<file path="src/design/soc_ifc_pkg.sv">
// Shared boot types and APB offsets that assume all fuse words sit below offset 0x100
package soc_ifc_pkg;

    // Boot state encoding, also visible in bits 2:0 of the status register
    typedef enum logic [2:0] {
        BOOT_IDLE   = 3'b000,
        BOOT_FUSE   = 3'b001,
        BOOT_FW_RST = 3'b010,
        BOOT_WAIT   = 3'b011,
        BOOT_DONE   = 3'b100
    } boot_fsm_state_e;

    // APB byte address and data word
    typedef logic [11:0] apb_addr_t;
    typedef logic [31:0] apb_data_t;

    // Length of the firmware-update wait in clock cycles
    typedef logic [7:0] wait_cnt_t;

    // Fuse words start at the base and take one 32-bit slot each
    localparam apb_addr_t REG_FUSE_BASE       = 12'h000;
    // Control and status registers above the fuse window
    localparam apb_addr_t REG_FUSE_WR_DONE    = 12'h100;
    localparam apb_addr_t REG_FW_UPDATE_RESET = 12'h104;
    localparam apb_addr_t REG_FW_UPDATE_WAIT  = 12'h108;
    localparam apb_addr_t REG_BOOTFSM_GO      = 12'h10C;
    localparam apb_addr_t REG_BOOT_STATUS     = 12'h110;

endpackage

</file>
<file path="src/design/boot_ctrl_if.sv">
// Control and status between the APB registers and the boot FSM with both pulses one clock wide
interface boot_ctrl_if;
    import soc_ifc_pkg::*;

    // Fuse programming handshake from the SoC
    logic            fuse_done;
    logic            fuse_wr_done_observed;
    // Firmware-update request pulse and its wait length
    logic            fw_update_rst;
    wait_cnt_t       fw_update_rst_wait_cycles;
    // Releases a breakpoint hold in WAIT
    logic            bootfsm_continue;

    // FSM status back to the register block
    logic            ready_for_fuses;
    boot_fsm_state_e boot_fsm_ps;
    // One-cycle pulse when an update reset starts
    logic            fw_upd_rst_executed;

    // Register side drives the requests and reads the status
    modport regs (
        output fuse_done,
        output fuse_wr_done_observed,
        output fw_update_rst,
        output fw_update_rst_wait_cycles,
        output bootfsm_continue,
        input  ready_for_fuses,
        input  boot_fsm_ps,
        input  fw_upd_rst_executed
    );

    // FSM side is the mirror image
    modport fsm (
        input  fuse_done,
        input  fuse_wr_done_observed,
        input  fw_update_rst,
        input  fw_update_rst_wait_cycles,
        input  bootfsm_continue,
        output ready_for_fuses,
        output boot_fsm_ps,
        output fw_upd_rst_executed
    );

endinterface

</file>
<file path="src/design/soc_ifc_boot_fsm.sv">
// Boot FSM with two-flop reset outputs and an RDC window of 3 cycles after cptra_rst_b
module soc_ifc_boot_fsm (
    input  logic     clk,
    input  logic     cptra_pwrgood,
    input  logic     cptra_rst_b,
    input  logic     bootfsm_brkpoint,
    boot_ctrl_if.fsm ctrl,
    output logic     cptra_noncore_rst_b,
    output logic     cptra_uc_rst_b,
    output logic     iccm_unlock,
    output logic     rdc_clk_dis,
    output logic     fw_update_rst_window
);
    import soc_ifc_pkg::*;

    // Present and next state
    boot_fsm_state_e boot_fsm_ps;
    boot_fsm_state_e boot_fsm_ns;

    // Transition conditions
    logic arc_idle_fuse;
    logic arc_fuse_done;
    logic arc_fuse_wait;
    logic arc_done_fwrst;
    logic arc_fwrst_wait;
    logic arc_wait_done;

    // Reset requests from the decoder and their first synchronizer stage
    logic fsm_noncore_rst_b;
    logic fsm_uc_rst_b;
    logic synch_noncore_rst_b;
    logic synch_uc_rst_b;

    logic fsm_iccm_unlock;
    logic ready_for_fuses;
    logic fw_upd_rst_executed;

    // Firmware-update wait timer
    wait_cnt_t wait_count;
    logic      wait_count_load;
    logic      wait_count_decr;

    // Three-stage window that follows the release of cptra_rst_b
    logic rst_window;
    logic rst_window_f;
    logic rst_window_ff;

    // Leave IDLE once the first window stage has dropped
    assign arc_idle_fuse = (boot_fsm_ps == BOOT_IDLE) && !rst_window;

    // Fuse_done alone is not enough after a warm reset
    // The SoC has to repeat the write so that the observed flag is set again
    assign arc_fuse_done = ctrl.fuse_done && ctrl.fuse_wr_done_observed;

    // A strapped breakpoint diverts the fuse exit into WAIT
    assign arc_fuse_wait = bootfsm_brkpoint;

    // Update request is only honoured once the core is running
    assign arc_done_fwrst = (boot_fsm_ps == BOOT_DONE) && ctrl.fw_update_rst;

    // Move on once the core reset output itself has been asserted
    assign arc_fwrst_wait = !cptra_uc_rst_b;

    // Exit WAIT when the timer is empty and no breakpoint holds the core
    assign arc_wait_done = (wait_count == '0) && !(bootfsm_brkpoint && !ctrl.bootfsm_continue);

    // Window for masking combinational paths out of the core reset flops
    assign fw_update_rst_window = (boot_fsm_ps == BOOT_FW_RST) || (boot_fsm_ps == BOOT_WAIT);

    // Clocks stay disabled while any window stage is set
    assign rdc_clk_dis = rst_window || rst_window_f || rst_window_ff;

    always_comb begin
        boot_fsm_ns         = boot_fsm_ps;
        ready_for_fuses     = 1'b0;
        fw_upd_rst_executed = 1'b0;
        fsm_noncore_rst_b   = 1'b0;
        fsm_uc_rst_b        = 1'b0;
        fsm_iccm_unlock     = 1'b0;
        wait_count_load     = 1'b0;
        wait_count_decr     = 1'b0;

        unique case (boot_fsm_ps)
            BOOT_IDLE: begin
                // Both resets stay asserted until the fuses are in
                if (arc_idle_fuse) begin
                    boot_fsm_ns = BOOT_FUSE;
                end
            end
            BOOT_FUSE: begin
                ready_for_fuses = 1'b1;
                if (arc_fuse_done) begin
                    if (arc_fuse_wait) begin
                        boot_fsm_ns = BOOT_WAIT;
                    end else begin
                        boot_fsm_ns = BOOT_DONE;
                    end
                end
            end
            BOOT_FW_RST: begin
                // Core goes into reset while the rest of the SoC keeps running
                fsm_noncore_rst_b = 1'b1;
                // Timer takes the programmed length here
                wait_count_load   = 1'b1;
                if (arc_fwrst_wait) begin
                    boot_fsm_ns = BOOT_WAIT;
                end
            end
            BOOT_WAIT: begin
                fsm_noncore_rst_b = 1'b1;
                wait_count_decr   = 1'b1;
                // ICCM opens only at the end of the flow so that no early
                // write can race the new firmware
                if (arc_wait_done) begin
                    boot_fsm_ns     = BOOT_DONE;
                    fsm_iccm_unlock = 1'b1;
                end
            end
            BOOT_DONE: begin
                fsm_noncore_rst_b = 1'b1;
                fsm_uc_rst_b      = 1'b1;
                if (arc_done_fwrst) begin
                    boot_fsm_ns         = BOOT_FW_RST;
                    // Reported once per update so the registers can keep it sticky
                    fw_upd_rst_executed = 1'b1;
                end
            end
            default: begin
                // Unused encodings fall back to IDLE
                boot_fsm_ns = BOOT_IDLE;
            end
        endcase
    end

    // State and reset synchronizers live in the power-good domain
    // They must keep running while cptra_rst_b is held low
    always_ff @(posedge clk or negedge cptra_pwrgood) begin
        if (!cptra_pwrgood) begin
            boot_fsm_ps         <= BOOT_IDLE;
            synch_noncore_rst_b <= 1'b0;
            synch_uc_rst_b      <= 1'b0;
            cptra_noncore_rst_b <= 1'b0;
            cptra_uc_rst_b      <= 1'b0;
        end else begin
            // Warm reset forces IDLE through the window
            boot_fsm_ps         <= rst_window ? BOOT_IDLE : boot_fsm_ns;
            synch_noncore_rst_b <= fsm_noncore_rst_b;
            synch_uc_rst_b      <= fsm_uc_rst_b;
            cptra_noncore_rst_b <= synch_noncore_rst_b;
            // Core leaves reset only when both requests are released
            cptra_uc_rst_b      <= synch_noncore_rst_b && synch_uc_rst_b;
        end
    end

    // Window, timer and unlock flop are cleared by every warm reset
    always_ff @(posedge clk or negedge cptra_rst_b) begin
        if (!cptra_rst_b) begin
            rst_window    <= 1'b1;
            rst_window_f  <= 1'b1;
            rst_window_ff <= 1'b1;
            wait_count    <= '0;
            iccm_unlock   <= 1'b0;
        end else begin
            rst_window    <= 1'b0;
            rst_window_f  <= rst_window;
            rst_window_ff <= rst_window_f;
            // Count down to zero and hold there
            if (wait_count_decr && (wait_count != '0)) begin
                wait_count <= wait_count - 1'b1;
            end else if (wait_count_load) begin
                wait_count <= ctrl.fw_update_rst_wait_cycles;
            end
            iccm_unlock <= fsm_iccm_unlock;
        end
    end

    // Status back to the registers
    assign ctrl.boot_fsm_ps         = boot_fsm_ps;
    assign ctrl.ready_for_fuses     = ready_for_fuses;
    assign ctrl.fw_upd_rst_executed = fw_upd_rst_executed;

endmodule

</file>
<file path="src/design/soc_ifc_apb_regs.sv">
// Zero-wait APB slave for the boot registers that supports up to 64 fuse words
module soc_ifc_apb_regs #(
    parameter int FUSE_WORDS = 8
) (
    input  logic                  clk,
    input  logic                  cptra_pwrgood,
    input  logic                  cptra_rst_b,
    input  logic                  psel,
    input  logic                  penable,
    input  logic                  pwrite,
    input  soc_ifc_pkg::apb_addr_t paddr,
    input  soc_ifc_pkg::apb_data_t pwdata,
    output soc_ifc_pkg::apb_data_t prdata,
    output logic                  pslverr,
    boot_ctrl_if.regs             ctrl
);
    import soc_ifc_pkg::*;

    // Index width stays at least one bit for a single fuse word
    localparam int FUSE_IDX_W = (FUSE_WORDS > 1) ? $clog2(FUSE_WORDS) : 1;

    // Fuse storage has no reset and is loaded by the SoC
    apb_data_t fuse_mem [0:FUSE_WORDS-1];

    apb_addr_t               fuse_off;
    logic [FUSE_IDX_W-1:0]   fuse_idx;

    // Address decode
    logic hit_fuse;
    logic hit_done;
    logic hit_fw_upd;
    logic hit_wait;
    logic hit_go;
    logic hit_status;
    logic unmapped;

    logic access;
    logic wr;
    logic fuse_we;

    // Register state
    logic      fuse_done;
    logic      fuse_wr_done_observed;
    logic      fw_update_rst;
    wait_cnt_t wait_cycles;
    logic      bootfsm_continue;
    logic      fw_upd_rst_sticky;
    apb_data_t status_word;

    // Fuse window is word aligned and sized by the parameter
    assign fuse_off = paddr - REG_FUSE_BASE;
    assign fuse_idx = fuse_off[FUSE_IDX_W+1:2];
    assign hit_fuse = (paddr >= REG_FUSE_BASE) && (fuse_off[1:0] == 2'b00)
                   && (fuse_off[11:2] < 10'(FUSE_WORDS));

    assign hit_done   = (paddr == REG_FUSE_WR_DONE);
    assign hit_fw_upd = (paddr == REG_FW_UPDATE_RESET);
    assign hit_wait   = (paddr == REG_FW_UPDATE_WAIT);
    assign hit_go     = (paddr == REG_BOOTFSM_GO);
    assign hit_status = (paddr == REG_BOOT_STATUS);
    assign unmapped   = !(hit_fuse || hit_done || hit_fw_upd || hit_wait || hit_go || hit_status);

    // Every transfer finishes in its access phase
    assign access = psel && penable;
    assign wr     = access && pwrite;

    // Fuses lock for good once the SoC has signalled completion
    assign fuse_we = wr && hit_fuse && !fuse_done;

    always_ff @(posedge clk) begin
        if (fuse_we) begin
            fuse_mem[fuse_idx] <= pwdata;
        end
    end

    // Flags that must survive a warm reset
    always_ff @(posedge clk or negedge cptra_pwrgood) begin
        if (!cptra_pwrgood) begin
            fuse_done         <= 1'b0;
            fw_upd_rst_sticky <= 1'b0;
        end else begin
            if (wr && hit_done && pwdata[0]) begin
                fuse_done <= 1'b1;
            end
            // Remembers that at least one update reset has run
            if (ctrl.fw_upd_rst_executed) begin
                fw_upd_rst_sticky <= 1'b1;
            end
        end
    end

    // Flags that a warm reset clears
    always_ff @(posedge clk or negedge cptra_rst_b) begin
        if (!cptra_rst_b) begin
            fuse_wr_done_observed <= 1'b0;
            fw_update_rst         <= 1'b0;
            wait_cycles           <= '0;
            bootfsm_continue      <= 1'b0;
        end else begin
            // The done write is accepted again after a warm reset
            if (wr && hit_done && pwdata[0]) begin
                fuse_wr_done_observed <= 1'b1;
            end
            // Request lasts exactly one clock
            fw_update_rst <= wr && hit_fw_upd && pwdata[0];
            if (wr && hit_wait) begin
                wait_cycles <= pwdata[7:0];
            end
            if (wr && hit_go && pwdata[0]) begin
                bootfsm_continue <= 1'b1;
            end
        end
    end

    // Status layout is state, fuse readiness and the sticky update flag
    assign status_word = {27'b0, fw_upd_rst_sticky, ctrl.ready_for_fuses, ctrl.boot_fsm_ps};

    // Read data is valid throughout the access phase
    always_comb begin
        prdata = '0;
        if (hit_fuse) begin
            prdata = fuse_mem[fuse_idx];
        end else if (hit_done) begin
            prdata = {31'b0, fuse_done};
        end else if (hit_wait) begin
            prdata = {24'b0, wait_cycles};
        end else if (hit_go) begin
            prdata = {31'b0, bootfsm_continue};
        end else if (hit_status) begin
            prdata = status_word;
        end
        // The update request bit always reads back as zero
    end

    // Errors for holes in the map, locked fuses and the read-only status
    assign pslverr = access && (unmapped
                             || (pwrite && hit_fuse && fuse_done)
                             || (pwrite && hit_status));

    // Requests towards the FSM
    assign ctrl.fuse_done                 = fuse_done;
    assign ctrl.fuse_wr_done_observed     = fuse_wr_done_observed;
    assign ctrl.fw_update_rst             = fw_update_rst;
    assign ctrl.fw_update_rst_wait_cycles = wait_cycles;
    assign ctrl.bootfsm_continue          = bootfsm_continue;

endmodule

</file>
<file path="src/design/soc_ifc_top.sv">
// Boot block top whose APB slave never stalls so no pready is provided
module soc_ifc_top #(
    parameter int FUSE_WORDS = 8
) (
    input  logic                   clk,
    input  logic                   cptra_pwrgood,
    input  logic                   cptra_rst_b,

    // APB slave
    input  logic                   psel,
    input  logic                   penable,
    input  logic                   pwrite,
    input  soc_ifc_pkg::apb_addr_t paddr,
    input  soc_ifc_pkg::apb_data_t pwdata,
    output soc_ifc_pkg::apb_data_t prdata,
    output logic                   pslverr,

    // Strap that holds the core in WAIT after fuse programming
    input  logic                   bootfsm_brkpoint,

    // Reset and control outputs to the rest of the SoC
    output logic                   cptra_noncore_rst_b,
    output logic                   cptra_uc_rst_b,
    output logic                   iccm_unlock,
    output logic                   rdc_clk_dis,
    output logic                   fw_update_rst_window
);

    // Control and status bundle between the registers and the FSM
    boot_ctrl_if ctrl_if_i ();

    // Register block sized by the fuse count
    soc_ifc_apb_regs #(
        .FUSE_WORDS (FUSE_WORDS)
    ) apb_regs_i (
        .clk           (clk),
        .cptra_pwrgood (cptra_pwrgood),
        .cptra_rst_b   (cptra_rst_b),
        .psel          (psel),
        .penable       (penable),
        .pwrite        (pwrite),
        .paddr         (paddr),
        .pwdata        (pwdata),
        .prdata        (prdata),
        .pslverr       (pslverr),
        .ctrl          (ctrl_if_i.regs)
    );

    // Sequencer for cold, warm and firmware-update resets
    soc_ifc_boot_fsm boot_fsm_i (
        .clk                  (clk),
        .cptra_pwrgood        (cptra_pwrgood),
        .cptra_rst_b          (cptra_rst_b),
        .bootfsm_brkpoint     (bootfsm_brkpoint),
        .ctrl                 (ctrl_if_i.fsm),
        .cptra_noncore_rst_b  (cptra_noncore_rst_b),
        .cptra_uc_rst_b       (cptra_uc_rst_b),
        .iccm_unlock          (iccm_unlock),
        .rdc_clk_dis          (rdc_clk_dis),
        .fw_update_rst_window (fw_update_rst_window)
    );

endmodule

</file>
<file path="config.mk">
export PLATFORM = sky130hd
export DESIGN_NAME = soc_ifc_top
export DESIGN_NICKNAME = d
export VERILOG_FILES = /design/src/design/soc_ifc_pkg.sv /design/src/design/boot_ctrl_if.sv /design/src/design/soc_ifc_boot_fsm.sv /design/src/design/soc_ifc_apb_regs.sv /design/src/design/soc_ifc_top.sv
export SDC_FILE = /design/constraint.sdc
export NUM_CORES = 1
export LEC_CHECK = 0
export BUFFER_PORTS_ARGS = -buffer_cell sky130_fd_sc_hd__clkbuf_2
export CAP_MARGIN = 0
export CORE_MARGIN = 5
export CORE_UTILIZATION = 60
export CTS_BUF_LIST = sky130_fd_sc_hd__clkbuf_4
export CTS_CLUSTER_SIZE = 10
export DETAILED_ROUTE_END_ITERATION = 10
export MAX_ROUTING_LAYER = met4
export PLACE_DENSITY = 0.8
export SYNTH_ARGS = -nofsm -noshare
export SYNTH_HDL_FRONTEND = slang
export SYNTH_SLANG_ARGS = --single-unit
</file>
<file path="constraint.sdc">
create_clock -name clk -period 3.9 [get_ports clk]
set_input_delay 1.17 -clock clk [delete_from_list [all_inputs] [get_ports clk]]
set_output_delay 1.17 -clock clk [all_outputs]
set_load 0.01 [all_outputs]
</file>
==> results.cfg <==
[synth]
yosys.area.top_type = sky130_fd_sc_hd__edfxtp_1
synth_flop_cell = sky130_fd_sc_hd__edfxtp_1
netlist-cell-type-count = 49
yosys.area_share.simple = 0.0480
synth_top_cell_area_share = 0.672
synth_top_cells_by_area = sky130_fd_sc_hd__edfxtp_1 67%, sky130_fd_sc_hd__mux4_2 13%, sky130_fd_sc_hd__dfrtp_1 6.3%
synth-adder-area-share = 0.00219
synth_cells = 588
synth_most_common_cell = sky130_fd_sc_hd__edfxtp_1
ys_seq_area_frac = 0.743
synth_edf_count = 256
synth-xor-area-share = 0
synth.net_count = 641
synth.ff_latch_count = 288
main_combinational_cell_family_by_area_after_synthesis = multiplexers
synthesis.yosys.warnings = 0
synth-async-reset-ratio = 0.111
synth-compound-area-share = 0.0274
mux_cell_area_share_after_synthesis = 0.165
syn_area_per_cell_um2 = 19.4
syn-cell-area_um2 = 11400
post_synth_most_frequent_cells = 256 x sky130_fd_sc_hd__edfxtp_1, 64 x sky130_fd_sc_hd__mux4_2, 49 x sky130_fd_sc_hd__nor2_1, 32 x sky130_fd_sc_hd__mux2i_1, 29 x sky130_fd_sc_hd__dfrtp_1

[setup_path]
cp_data_arrival_time_ps = 2660
ff2ff_setup_slack_ps = 1750
critPathMaxStageDelay_ps = 290
worstSetupStartpointType = input port
critical_path.startpoint = paddr[0]
endpoint_kind = primary output
crit_fanout = 19
worst_r2r_startpoint = boot_fsm_i.wait_count[0]
timing.critical_path.mode_cell = sky130_fd_sc_hd__clkbuf_2
cp.required_ps = 2730
cp_cell_sequence = clkbuf_2 -> nor4_4 -> nand3b_1 -> or2_1 -> buf_4 -> nor2_1 -> clkbuf_2
timing_worst_setup_path_type = input port to primary output
max_stage_delay_cell_worst_path = sky130_fd_sc_hd__nor4_4

[final_layout]
number_of_nets_in_the_final_layout = 800
area_growth_pct = 17.3
cell_count_final_fillers_out = 1037
fillCellCount = 1153
drive_above_1_share = 0.399
finish.utilization = 0.717
stdcell_area_um2 = 13400
layout.area.seq_um2 = 8490
footprint_of_the_multi_input_gates_um2 = 2830

[clock_tree]
post-cts-setup-buffer-count = 0
number_of_h_tree_branching_levels = 3
clock_tree_from_tritoncts = done
tritoncts_buffers = 72
clock_root_buffer_master = sky130_fd_sc_hd__clkbuf_4
cts-resized-gates = 0
clock_transition_time_at_the_flip_flop_clock_pins_of_the_worst_setup_and_hold_paths_ps = 60
postCtsHoldBufs = 0
clk_path_buf_depth = 3
clock-sinks = 288
clock_insertion_delay_worst_skew_ps = 640

[routing]
drt_iter0_drc = 497
drt-wirelength-per-cell_um = 22.0
antenna_left = 0
route.final.wire_length_mm = 22.8
drc_errors = 0
via_per_inst = 6.03
detailroute.via_count = 6258
drt_pass1_iterations = 5

[power]
p_sw_w = 0.00129
internal_power_w = 0.00490
power.density_cell_area_nw_per_um2 = 461
seq_power_share = 0.548
max_vdd_drop_mv = 0.346
power_leakage_nw = 4.86
clock_share_of_power = 0.406
pwr-share-comb = 0.046
netSwitchingFraction = 0.208

[grt]
maximum_number_of_pins_on_one_net_before_global_route_repair = 33
antenna_found_initial = 1
wire_length_of_the_first_global_routing_pass_mm = 36.6
groute.usage.overall = 0.227
grt_pass1_vias = 6728
gr-total-overflow = 0

[die]
die_area_um2 = 21900
start_util = 0.611
design.portCount = 89
design.core.area_um2 = 18700
die-width_um = 148
core.rowCount = 50
die_h_um = 148

[place]
dp_cells = 907
postPlaceCellArea_um2 = 12500
count_of_input_and_output_buffers = 88
gp_routability_congestion = 0.878
pre_cts_ws_ps = 91.0
detailedPlacementHpwl_mm = 13.8

[hold_path]
hold_path_startpoint = boot_fsm_i.rst_window_f
hold_path.class = register to register

[timing]
grt_setup_unrepaired = no
timing.fmax_mhz = 261
clock-skew-final_ps = 23.8
setup_total_negative_slack_ps = 0
finalHoldViolCount = 0
period_minus_ws_final_ps = 3830
timing.final.crit_share = 0.982
max_slew.worst_pin.slew_ps = 607
worst_slew_margin_rel = 0.595
setup_viol_count_final = 0
setup_ws_ps = 71.5
timing_max_transition_violations_final = 0

[job]
max_cap_viol_count = 0

[status]
result_of_the_run = completed
==> power by group through the flow <==
stage / Clock (W) / Combinational (W) / Sequential, W
after CTS: 0.00258 / 0.000289 / 0.00339
after detailed placement: 0 / 0.000288 / 0.00345
after global routing: 0.00279 / 0.000312 / 0.00339
final: 0.00251 / 0.000287 / 0.00339
after floorplan: 0 / 0.000177 / 0.00344
after global placement: 0 / 0.000274 / 0.00345
==> final cells by class <==
class	count	share of cell area
tap	234	0.0218
clock buffer	107	0.0599
sequential	288	0.633
multi-input combinational	264	0.211
antenna	1	0.000187
inverter	6	0.00168
timing repair buffer	115	0.0615
clock inverter	22	0.0106
==> worst max-delay path, delay by kind of cell <==
| family | cells | cell delay (ps) |
|---|---|---|
| buf+inv | 3 | 530 |
| simple gates | 4 | 940 |
==> cells by family (layout without fill, tap and decap cells) <==
family | count (synthesis) | after routing
mux | 104 | 104
buf+inv | 36 | 250
flops | 288 | 288
other cells | 1 | 2
simple gates | 110 | 110
fa+ha+maj | 2 | 2
compound gates | 47 | 47
==> layout by cell type (no fill, tap or decap), types with 4 or more instances in the layout <==
cell type and count:
sky130_fd_sc_hd__nand2b_1 8, sky130_fd_sc_hd__nor2_4 8, sky130_fd_sc_hd__nand3_1 5, sky130_fd_sc_hd__nor3_1 4
sky130_fd_sc_hd__buf_12 14, sky130_fd_sc_hd__dfrtp_1 29, sky130_fd_sc_hd__mux4_2 64, sky130_fd_sc_hd__a21oi_1 9
sky130_fd_sc_hd__clkbuf_4 107, sky130_fd_sc_hd__inv_1 6, sky130_fd_sc_hd__o21ai_0 10, sky130_fd_sc_hd__mux2_4 8
sky130_fd_sc_hd__nand2_1 20, sky130_fd_sc_hd__nor2_1 41, sky130_fd_sc_hd__buf_4 13, sky130_fd_sc_hd__mux2i_1 32
sky130_fd_sc_hd__clkbuf_2 86, sky130_fd_sc_hd__o22ai_1 5, sky130_fd_sc_hd__edfxtp_1 256, sky130_fd_sc_hd__a22oi_1 4
sky130_fd_sc_hd__clkinv_1 15
==> registers in the layout (all words and copies together) (netlist names), 3 cells and up <==
register                                   flops
boot_fsm_i.ctrl.boot_fsm_ps                    3
apb_regs_i.fuse_mem                          256
apb_regs_i.ctrl.fw_update_rst_wait_cycles      8
boot_fsm_i.wait_count                          8
==> final timing paths <==
path                                               endpoint  cells after the start
max                                              prdata[18]                      7
max reg2reg                  boot_fsm_i.ctrl.boot_fsm_ps[0]                      7
min reg2reg                        boot_fsm_i.rst_window_ff                      0
min in group asynchronous    boot_fsm_i.ctrl.boot_fsm_ps[0]                      1
max in group asynchronous  apb_regs_i.ctrl.bootfsm_continue                      1
min                                boot_fsm_i.rst_window_ff                      0
==> routing by layer <==
layer	GRT usage	routed length, um	vias to the layer above
met5	-	0	-
met2	0.363	11700	271
met1	0.293	9120	3221
met3	0.0530	1700	28
met4	0.0758	346	0
li1	-	-	2738
==> per-stage QoR <==
step / total power, W / hold slack, ps
final: 0.00618 / 365
after global placement: 0.00372 / 352
after floorplan: 0.00362 / 347
after global routing: 0.00648 / 333
after CTS: 0.00626 / 327
after detailed placement: 0.00374 / 357
No activity file was read; power rests on OpenSTA's default activity.
